`src/hw/race_pkg.sv`:
```
package race_pkg;

  // raster geometry, 9-bit counters
  localparam logic [8:0] h_display = 9'd256; // visible columns
  localparam logic [8:0] h_total   = 9'd320; // columns per line incl. hblank
  localparam logic [8:0] v_display = 9'd240; // visible lines
  localparam logic [8:0] v_total   = 9'd262; // lines per frame

  // sync windows, inclusive at both ends
  localparam logic [8:0] hsync_start = 9'd280;
  localparam logic [8:0] hsync_end   = 9'd295;
  localparam logic [8:0] vsync_start = 9'd245;
  localparam logic [8:0] vsync_end   = 9'd247;

  // sprite setup. sprite 0 is the player, the rest are enemies
  localparam int num_sprites = 2;
  localparam int slot_len    = 4;  // hblank clocks per fetch slot
  localparam int sprite_w    = 8;
  localparam int sprite_h    = 16;

  // game register map
  localparam int reg_sprite_base = 2; // x at base+2i, y at base+2i+1
  localparam int reg_trackpos    = 8;

  // special read addresses
  localparam logic [7:0] rd_hpos  = 8'h40;
  localparam logic [7:0] rd_vpos  = 8'h41;
  localparam logic [7:0] rd_flags = 8'h42;

  // renderer states
  localparam logic [1:0] st_idle       = 2'd0; // waiting for vstart
  localparam logic [1:0] st_wait_load  = 2'd1; // waiting for own fetch slot
  localparam logic [1:0] st_wait_hstart = 2'd2;
  localparam logic [1:0] st_draw       = 2'd3;

  // car seen from above, msb is leftmost pixel
  localparam logic [7:0] car_bitmap [0:15] = '{
    8'b00111100,  // front bumper
    8'b00111100,
    8'b11111111,  // front wheels
    8'b11111111,
    8'b11011011,
    8'b00111100,
    8'b00100100,  // cockpit
    8'b00111100,
    8'b00111100,
    8'b00100100,
    8'b00111100,
    8'b11011011,
    8'b11111111,  // rear wheels
    8'b11111111,
    8'b00111100,
    8'b00011000   // exhaust
  };

endpackage

```
`src/hw/game_regs.sv`:
```
`timescale 1ns/1ns

module game_regs (
  input  logic       clk2,
  input  logic       rst_n,
  // write strobe from the cpu side
  input  logic       wr_en,
  input  logic [3:0] wr_addr,
  input  logic [7:0] wr_data,
  // combinational read port
  input  logic [7:0] rd_addr,
  output logic [7:0] rd_data,
  // live status for the special read addresses
  input  logic [8:0] hpos,
  input  logic [8:0] vpos,
  input  logic       hsync,
  input  logic       vsync,
  input  logic       display_on,
  input  logic       collision,
  // parallel views of the game state
  output logic [race_pkg::num_sprites-1:0][7:0] sprite_x,
  output logic [race_pkg::num_sprites-1:0][7:0] sprite_y,
  output logic [7:0] trackpos
);

  logic [7:0] ram [0:15];  // 16 game bytes
  logic [7:0] flags;

  always_ff @(posedge clk2) begin
    if (!rst_n) begin
      for (int a = 0; a < 16; a++) begin
        ram[a] <= 8'h00;
      end
    end else if (wr_en) begin
      ram[wr_addr] <= wr_data;
    end
  end

  // {0, 0, collision, vsync, hsync, 0, 0, display_on}
  assign flags = {2'b00, collision, vsync, hsync, 2'b00, display_on};

  always_comb begin
    rd_data = 8'h00;                     // unmapped reads as zero
    if (rd_addr[7:4] == 4'h0) begin
      rd_data = ram[rd_addr[3:0]];
    end else if (rd_addr == race_pkg::rd_hpos) begin
      rd_data = hpos[7:0];               // low byte only
    end else if (rd_addr == race_pkg::rd_vpos) begin
      rd_data = vpos[7:0];
    end else if (rd_addr == race_pkg::rd_flags) begin
      rd_data = flags;
    end
  end

  // sprite coordinate pairs
  always_comb begin
    for (int i = 0; i < race_pkg::num_sprites; i++) begin
      sprite_x[i] = ram[race_pkg::reg_sprite_base + 2 * i];
      sprite_y[i] = ram[race_pkg::reg_sprite_base + 2 * i + 1];
    end
  end

  assign trackpos = ram[race_pkg::reg_trackpos];  // scroll position byte

endmodule

```
`src/hw/playfield_mixer.sv`:
```
`timescale 1ns/1ns

module playfield_mixer (
  input  logic       clk2,
  input  logic       rst_n,
  input  logic [8:0] hpos,
  input  logic [8:0] vpos,
  input  logic       display_on,
  input  logic [7:0] trackpos,
  input  logic [race_pkg::num_sprites-1:0] gfx,  // bit 0 is the player
  output logic       collision,
  output logic [2:0] rgb                          // {r, g, b}
);

  logic player_gfx;
  logic enemy_gfx;
  logic offside;
  logic shoulder;
  logic track_gfx;

  assign player_gfx = gfx[0];
  assign enemy_gfx  = |gfx[race_pkg::num_sprites-1:1];  // any enemy car

  // grass on both sides of the road
  assign offside  = (hpos[7:5] == 3'd0) || (hpos[7:5] == 3'd7);
  // road edge stripes, 8 pixels wide
  assign shoulder = (hpos[7:3] == 5'd3) || (hpos[7:3] == 5'd28);
  // scrolling stripes on the grass
  assign track_gfx = offside && (vpos[5:1] != trackpos[5:1]);

  // per-frame collision latch
  // set wins over the vpos 0 clear
  always_ff @(posedge clk2) begin
    if (!rst_n) begin
      collision <= 1'b0;
    end else if (player_gfx && (enemy_gfx || track_gfx)) begin
      collision <= 1'b1;
    end else if (vpos == 9'd0) begin
      collision <= 1'b0;  // new frame
    end
  end

  // colour, blanked outside the visible area
  always_comb begin
    rgb[2] = display_on && (enemy_gfx || shoulder);   // red
    rgb[1] = display_on && (player_gfx || track_gfx); // green
    rgb[0] = display_on && (enemy_gfx || shoulder);   // blue
  end

endmodule

```
`src/hw/race_video_top.sv`:
```
`timescale 1ns/1ns

module race_video_top (
  input  logic       clk2,
  input  logic       rst_n,
  input  logic       wr_en,
  input  logic [3:0] wr_addr,
  input  logic [7:0] wr_data,
  input  logic [7:0] rd_addr,
  output logic [7:0] rd_data,
  output logic       hsync,
  output logic       vsync,
  output logic       display_on,
  output logic [8:0] hpos,
  output logic [8:0] vpos,
  output logic [2:0] rgb
);

  logic [race_pkg::num_sprites-1:0][7:0] sprite_x;
  logic [race_pkg::num_sprites-1:0][7:0] sprite_y;
  logic [race_pkg::num_sprites-1:0][3:0] rom_row;
  logic [race_pkg::num_sprites-1:0]      vstart;
  logic [race_pkg::num_sprites-1:0]      hstart;
  logic [race_pkg::num_sprites-1:0]      load;
  logic [race_pkg::num_sprites-1:0]      gfx;
  logic [7:0] rom_bits;   // shared bitmap row
  logic [7:0] trackpos;
  logic       collision;

  raster_timing raster_i (
    .clk2(clk2), .rst_n(rst_n), .hpos(hpos), .vpos(vpos),
    .hsync(hsync), .vsync(vsync), .display_on(display_on)
  );

  game_regs regs_i (
    .clk2(clk2), .rst_n(rst_n),
    .wr_en(wr_en), .wr_addr(wr_addr), .wr_data(wr_data),
    .rd_addr(rd_addr), .rd_data(rd_data),
    .hpos(hpos), .vpos(vpos), .hsync(hsync), .vsync(vsync),
    .display_on(display_on), .collision(collision),
    .sprite_x(sprite_x), .sprite_y(sprite_y), .trackpos(trackpos)
  );

  sprite_scheduler sched_i (
    .hpos(hpos), .vpos(vpos), .sprite_x(sprite_x), .sprite_y(sprite_y),
    .rom_row(rom_row), .vstart(vstart), .hstart(hstart), .load(load),
    .rom_bits(rom_bits)
  );

  // one renderer per car, sprite 0 is the player
  for (genvar i = 0; i < race_pkg::num_sprites; i++) begin : g_car
    sprite_renderer car_i (
      .clk2(clk2), .rst_n(rst_n),
      .vstart(vstart[i]), .hstart(hstart[i]), .load(load[i]),
      .rom_bits(rom_bits), .rom_row(rom_row[i]), .gfx(gfx[i])
    );
  end

  playfield_mixer mixer_i (
    .clk2(clk2), .rst_n(rst_n), .hpos(hpos), .vpos(vpos),
    .display_on(display_on), .trackpos(trackpos), .gfx(gfx),
    .collision(collision), .rgb(rgb)
  );

endmodule

```
`src/hw/raster_timing.sv`:
```
`timescale 1ns/1ns

module raster_timing (
  input  logic       clk2,
  input  logic       rst_n,
  output logic [8:0] hpos,
  output logic [8:0] vpos,
  output logic       hsync,
  output logic       vsync,
  output logic       display_on
);

  logic       h_wrap;  // last column of the line
  logic       v_wrap;  // last line of the frame
  logic [8:0] h_next;
  logic [8:0] v_next;

  assign h_wrap = (hpos == race_pkg::h_total - 9'd1);
  assign v_wrap = (vpos == race_pkg::v_total - 9'd1);

  // next counter values, also used for the sync registers
  assign h_next = h_wrap ? 9'd0 : hpos + 9'd1;

  always_comb begin
    v_next = vpos;            // holds until end of line
    if (h_wrap) begin
      v_next = v_wrap ? 9'd0 : vpos + 9'd1;
    end
  end

  always_ff @(posedge clk2) begin
    if (!rst_n) begin
      hpos  <= 9'd0;
      vpos  <= 9'd0;
      hsync <= 1'b0;
      vsync <= 1'b0;
    end else begin
      hpos <= h_next;
      vpos <= v_next;
      // sync compared on next position so it lines up with hpos/vpos
      hsync <= (h_next >= race_pkg::hsync_start) && (h_next <= race_pkg::hsync_end);
      vsync <= (v_next >= race_pkg::vsync_start) && (v_next <= race_pkg::vsync_end);
    end
  end

  // visible area
  assign display_on = (hpos < race_pkg::h_display) && (vpos < race_pkg::v_display);

endmodule

```
`src/hw/sprite_renderer.sv`:
```
`timescale 1ns/1ns

module sprite_renderer (
  input  logic       clk2,
  input  logic       rst_n,
  input  logic       vstart,
  input  logic       hstart,
  input  logic       load,
  input  logic [7:0] rom_bits,
  output logic [3:0] rom_row,
  output logic       gfx
);

  logic [1:0] state;
  logic [3:0] row;       // current bitmap row
  logic [2:0] xcount;    // bit being emitted
  logic [7:0] outbits;   // row shifter, msb out first

  assign rom_row = row;  // scheduler looks it up during our slot

  always_ff @(posedge clk2) begin
    if (!rst_n) begin
      state   <= race_pkg::st_idle;
      row     <= 4'd0;
      xcount  <= 3'd0;
      outbits <= 8'h00;
      gfx     <= 1'b0;
    end else begin
      case (state)
        race_pkg::st_idle: begin
          gfx <= 1'b0;
          row <= 4'd0;
          if (vstart) state <= race_pkg::st_wait_load;  // top line reached
        end
        race_pkg::st_wait_load: begin
          gfx <= 1'b0;
          if (load) begin
            outbits <= rom_bits;  // first clock of the slot
            state   <= race_pkg::st_wait_hstart;
          end
        end
        race_pkg::st_wait_hstart: begin
          gfx <= 1'b0;
          if (hstart) begin
            // bit 0 already goes out here, shows at x+1
            gfx     <= outbits[7];
            outbits <= {outbits[6:0], 1'b0};
            xcount  <= 3'd1;
            state   <= race_pkg::st_draw;
          end
        end
        race_pkg::st_draw: begin
          gfx     <= outbits[7];
          outbits <= {outbits[6:0], 1'b0};
          xcount  <= xcount + 3'd1;
          if (xcount == 3'(race_pkg::sprite_w - 1)) begin
            // last pixel of the row
            if (row == 4'(race_pkg::sprite_h - 1)) begin
              state <= race_pkg::st_idle;
            end else begin
              row   <= row + 4'd1;
              state <= race_pkg::st_wait_load;  // next row fetched this line
            end
          end
        end
        default: state <= race_pkg::st_idle;
      endcase
    end
  end

endmodule

```
`src/hw/sprite_scheduler.sv`:
```
`timescale 1ns/1ns

module sprite_scheduler (
  input  logic [8:0] hpos,
  input  logic [8:0] vpos,
  input  logic [race_pkg::num_sprites-1:0][7:0] sprite_x,
  input  logic [race_pkg::num_sprites-1:0][7:0] sprite_y,
  // row address requested by each renderer
  input  logic [race_pkg::num_sprites-1:0][3:0] rom_row,
  output logic [race_pkg::num_sprites-1:0]      vstart,
  output logic [race_pkg::num_sprites-1:0]      hstart,
  output logic [race_pkg::num_sprites-1:0]      load,
  // shared bitmap row, valid for the sprite whose slot is active
  output logic [7:0] rom_bits
);

  logic [3:0] sel_row;  // row address of the slot owner

  // start strobes, level while raster sits on the coordinate
  always_comb begin
    for (int i = 0; i < race_pkg::num_sprites; i++) begin
      vstart[i] = ({1'b0, sprite_y[i]} == vpos);
      hstart[i] = ({1'b0, sprite_x[i]} == hpos);
    end
  end

  // hblank split into fixed slots
  // sprite i owns h_display + slot_len*i .. + slot_len - 1
  always_comb begin
    load    = '0;
    sel_row = 4'd0;
    for (int i = 0; i < race_pkg::num_sprites; i++) begin
      if ((hpos >= race_pkg::h_display + 9'(race_pkg::slot_len * i)) &&
          (hpos <  race_pkg::h_display + 9'(race_pkg::slot_len * (i + 1)))) begin
        load[i] = 1'b1;
        sel_row = rom_row[i];  // slots never overlap, so one owner
      end
    end
  end

  // one car bitmap for everybody
  assign rom_bits = race_pkg::car_bitmap[sel_row];

endmodule
```
`config.mk`:
```
export PLATFORM = sky130hd
export DESIGN_NAME = race_video_top
export DESIGN_NICKNAME = d
export VERILOG_FILES = /design/src/hw/race_pkg.sv /design/src/hw/game_regs.sv /design/src/hw/playfield_mixer.sv /design/src/hw/race_video_top.sv /design/src/hw/raster_timing.sv /design/src/hw/sprite_renderer.sv /design/src/hw/sprite_scheduler.sv
export SDC_FILE = /design/constraint.sdc
export NUM_CORES = 1
export LEC_CHECK = 0
export BUFFER_PORTS_ARGS = -buffer_cell sky130_fd_sc_hd__buf_2
export CAP_MARGIN = 20
export CORE_AREA = 2 2 132 134
export CTS_BUF_LIST = sky130_fd_sc_hd__clkbuf_8
export CTS_CLUSTER_SIZE = 14
export DETAILED_ROUTE_END_ITERATION = 7
export DIE_AREA = 0 0 134 136
export GPL_ROUTABILITY_DRIVEN = 1
export PLACE_DENSITY = 0.84
export SLEW_MARGIN = 40
export SYNTH_ARGS = -nofsm -noshare
export SYNTH_HDL_FRONTEND = slang
export SYNTH_SLANG_ARGS = --single-unit
```
`constraint.sdc`:
```
create_clock -name clk2 -period 2.8 [get_ports clk2]
set_clock_uncertainty 0.15 [all_clocks]
set_input_delay 0.28 -clock clk2 [delete_from_list [all_inputs] [get_ports clk2]]
set_output_delay 0.28 -clock clk2 [all_outputs]
set_load 0.02 [all_outputs]
```
==> key figures <==
Logic synthesis
  • FFs w/ async S/R, synth: 0
  • Yosys top cell area share: 0.391
  • Post-synth EDFFs: between 100 and 150
  • Cell taking the most area after synthesis: edfxtp_1
  • Syn nets: 905
  • Flops & latches, synth: 185
  • Yosys cell types: 59
  • Share of the yosys chip area belonging to registers: 0.507
  • Synth Flop Type: edfxtp_1
  • Post-Syn Instances: 862
  • Top cells by area, synth: edfxtp_1 39%, dfxtp_1 12%, mux4_2 9.2%
  • Synth Area per Inst: 11.4 um2
  • Mapped Area: 9830 um2
  • Warnings from Yosys: 0

Floorplanning
  • Io pins: between 50 and 60
  • Die area: 18200 um2
  • Die height: 136 um
  • Die width: 134 um
  • Initial Utilization: 0.583
  • Core area: 16900 um2
  • Cell row count: 48

Timing
  • Worst slew pin tran: 0.814 ns
  • Fin. Hold Viols: 0
  • Fin crit share: 0.983
  • Headroom to the max-slew limit: 0.457
  • Unrepaired setup endpoints after global routing: false
  • F_max: 0.363 GHz
  • Max Slew Vio Count: 0
  • Fin Setup TNS: 0 ns
  • Final setup fails: 0
  • Fin crit period: 2.75 ns

Worst setup path
  • Cell mode on critical path: mux4_2
  • R2r worst-path depth: 5
  • Register-to-register setup slack: 0.28 ns
  • Crit. End Element: output pin
  • Worst r2r dst: g_car[1].car_i.outbits[6]
  • Crit path from: regs_i.ram[2][0]
  • CP max FO: 2
  • Crit path capture: rd_data[0]
  • Worst path max stage delay: approximately 0.50 ns
  • RR Startpoint: raster_i.hpos[8]
  • Critical Path Source Type: flop
  • Critical path class: flop to output pin
  • CP max-delay cell: edfxtp_1
  • Crit path arrival time: about 2.3 ns
  • Critical Path RT: around 2.4 ns
  • Worst path cell trace: mux4_2 -> mux4_2 -> inv_1 -> o22ai_1 -> buf_2

Final layout
  • Layout cells sized above 1: 0.194
  • Most frequent cells in the layout: 132 x and2_1, 128 x edfxtp_1, 57 x dfxtp_1, 55 x nor2_1, 53 x buf_2
  • Design area: 10900 um2
  • Commonest non-fill, non-tap cell in the layout: and2_1
  • Area added between synthesis and finish: 10.8%
  • N_diodes: 0
  • Final nets: 964

Place
  • Detailed Place HPWL: 18.6 mm
  • Area post-placement: 10500 um2
  • GP Congestion: 0.945
  • Input/output buffers: 54

Clock network
  • H-tree lvl count: 4
  • Clk buf depth: 2
  • Clk_lat worst skew: 0.48 ns
  • # clock sinks: 185
  • Root Buffer: clkbuf_8
  • CTS buffer count: 17
  • Clock transition at path regs: 0.10 ns
  • CTS tree: yes

Pwr
  • Clock Power Share: 0.330
  • Comb pwr share: 0.084
  • Pwr dens: 489 nW/um2
  • Sequential share of power: 0.586
  • Psw: 1.43 mW
  • Leakage power: slightly above 4 nW
  • Int Pwr: 3.89 mW
  • Worst vdd ir: 0.543 mV
  • Switching Fraction: 0.269

Drt
  • Vias: 7357
  • DRT Pass-1 Iters: 5
  • DR WL/cell: 22.4 um
  • Starting DRT DRC Count: 855
  • Vias per inst: 6.35
  • Detail Route Antenna Nets: 0
  • Final WL: 26.0 mm
  • DRC violations left: 0

Global route
  • Global route total overflow: 0
  • Initial antenna violation count: 0
  • Largest net degree at the start of global routing: 52
  • Vias in the first global route: 7036
  • All-layer global routing usage: 0.298
  • First-pass GRT wire length: 40.4 mm

Hold path
  • Hold crit path type: primary input to flop

Outcome
  • Status: finished clean

Flow run
  • Max-cap viol count: 0
metal layers:
metal  global-route usage  part of all wire  routed length (um)
met1                0.369              0.36                9330
met3               0.0615             0.095                2480
met2                0.507              0.50               13000
met4                0.135             0.046                1200
met5                    0                 0                   0
repair_timing:
item                       in CTS  in global routing
hold buffers                    0                  0
setup endpoints to repair       1                  2
resized for setup               1                  4
setup buffers                   0                  1
final cells by class:
cell class	instances	area, um2
clock inverters	15	146
fillers	1257	5990
inverters	22	82.6
well taps	225	282
multi-input cells	600	4550
repair buffers	95	606
clock buffers	17	234
flip-flops and latches	185	4980
worst min path at each step:
stage | from | endpoint | slack, ns | depth (start not counted)
finish | wr_data[2] | regs_i.ram[10][2] | 0.19 | 2
global route | wr_data[2] | regs_i.ram[15][2] | 0.18 | 2
CTS | wr_data[2] | regs_i.ram[10][2] | 0.16 | 2
detailed placement | g_car[0].car_i.outbits[2] | g_car[0].car_i.outbits[2] | 0.31 | 2
global placement | g_car[0].car_i.outbits[3] | g_car[0].car_i.outbits[3] | 0.30 | 2
floorplan | g_car[0].car_i.outbits[7] | g_car[0].car_i.gfx | 0.28 | 1
cell usage after synthesis, types with 3 or more instances:
| cell type | count |
|---|---|
| and2_1 | 132 |
| edfxtp_1 | 128 |
| dfxtp_1 | 57 |
| nor2_1 | 55 |
| nand2_1 | 43 |
| o21ai_0 | 41 |
| mux4_2 | 40 |
| clkbuf_1 | 39 |
| xor2_1 | 35 |
| a21oi_1 | 27 |
| inv_1 | 22 |
| ha_1 | 20 |
| nand3_1 | 20 |
| nor3_1 | 16 |
| o22ai_1 | 16 |
| xnor2_1 | 16 |
| nor4_1 | 12 |
| mux2i_1 | 11 |
| nand2b_1 | 11 |
| o31ai_1 | 9 |
| a211oi_1 | 8 |
| buf_2 | 8 |
| nand4_1 | 7 |
| a22oi_1 | 6 |
| buf_1 | 6 |
| nor2b_1 | 5 |
| or3_1 | 5 |
| a32oi_1 | 4 |
| and3b_1 | 4 |
| nand3b_1 | 4 |
| nor3b_1 | 4 |
| o211a_1 | 4 |
| and3_1 | 3 |
| and4_1 | 3 |
| mux2_2 | 3 |
| o21a_1 | 3 |
| or4_1 | 3 |
flip-flops by register name, indices dropped and copies added, names as in the netlist:
register and cells:
regs_i.ram 128, raster_i.vsync 1, g_car.car_i.rom_row 8, raster_i.hpos 9, mixer_i.collision 1, raster_i.vpos 9
raster_i.hsync 1, g_car.car_i.state 4, g_car.car_i.xcount 6, g_car.car_i.gfx 2, g_car.car_i.outbits 16
power groups by stage:
stage                     registers (mW)  clock network [mW]  logic [mW]
after CTS                           3.11                1.76       0.443
after global placement              3.17                   0       0.423
after global routing                3.12                1.87       0.479
final                               3.12                1.76       0.449
after detailed placement            3.18                   0       0.440
after floorplan                     3.13                   0       0.291
cells by family after synthesis:
logic type      synth area share
simple gates               0.190
flops                      0.507
fa+ha+maj                 0.0255
buf+inv                   0.0316
mux                        0.106
xor+xnor                  0.0454
compound gates            0.0944
critical path: cells and delay by family (launching register included):
kind | cells | cell delay [ns]
AO/OA/AOI/OAI | 1 | 0.11
flip-flops | 1 | 0.50
multiplexers | 2 | 0.97
buffers and inverters | 2 | 0.27
per-stage QoR:
| step | power (mW) | util | cells | hold slack, ns | setup WS [ns] |
|---|---|---|---|---|---|
| floorplan | 3.42 | - | 862 | 0.280 | 0.242 |
| global placement | 3.60 | 0.621 | 1126 | 0.303 | 0.325 |
| detailed placement | 3.61 | 0.621 | 1126 | 0.309 | 0.264 |
| CTS | 5.32 | 0.644 | 1158 | 0.159 | 0.0289 |
| global route | 5.47 | 0.645 | 1159 | 0.180 | 0.00406 |
| finish | 5.32 | 0.645 | 1159 | 0.188 | 0.0478 |
Note: power is estimated with default switching activity, not from simulation.
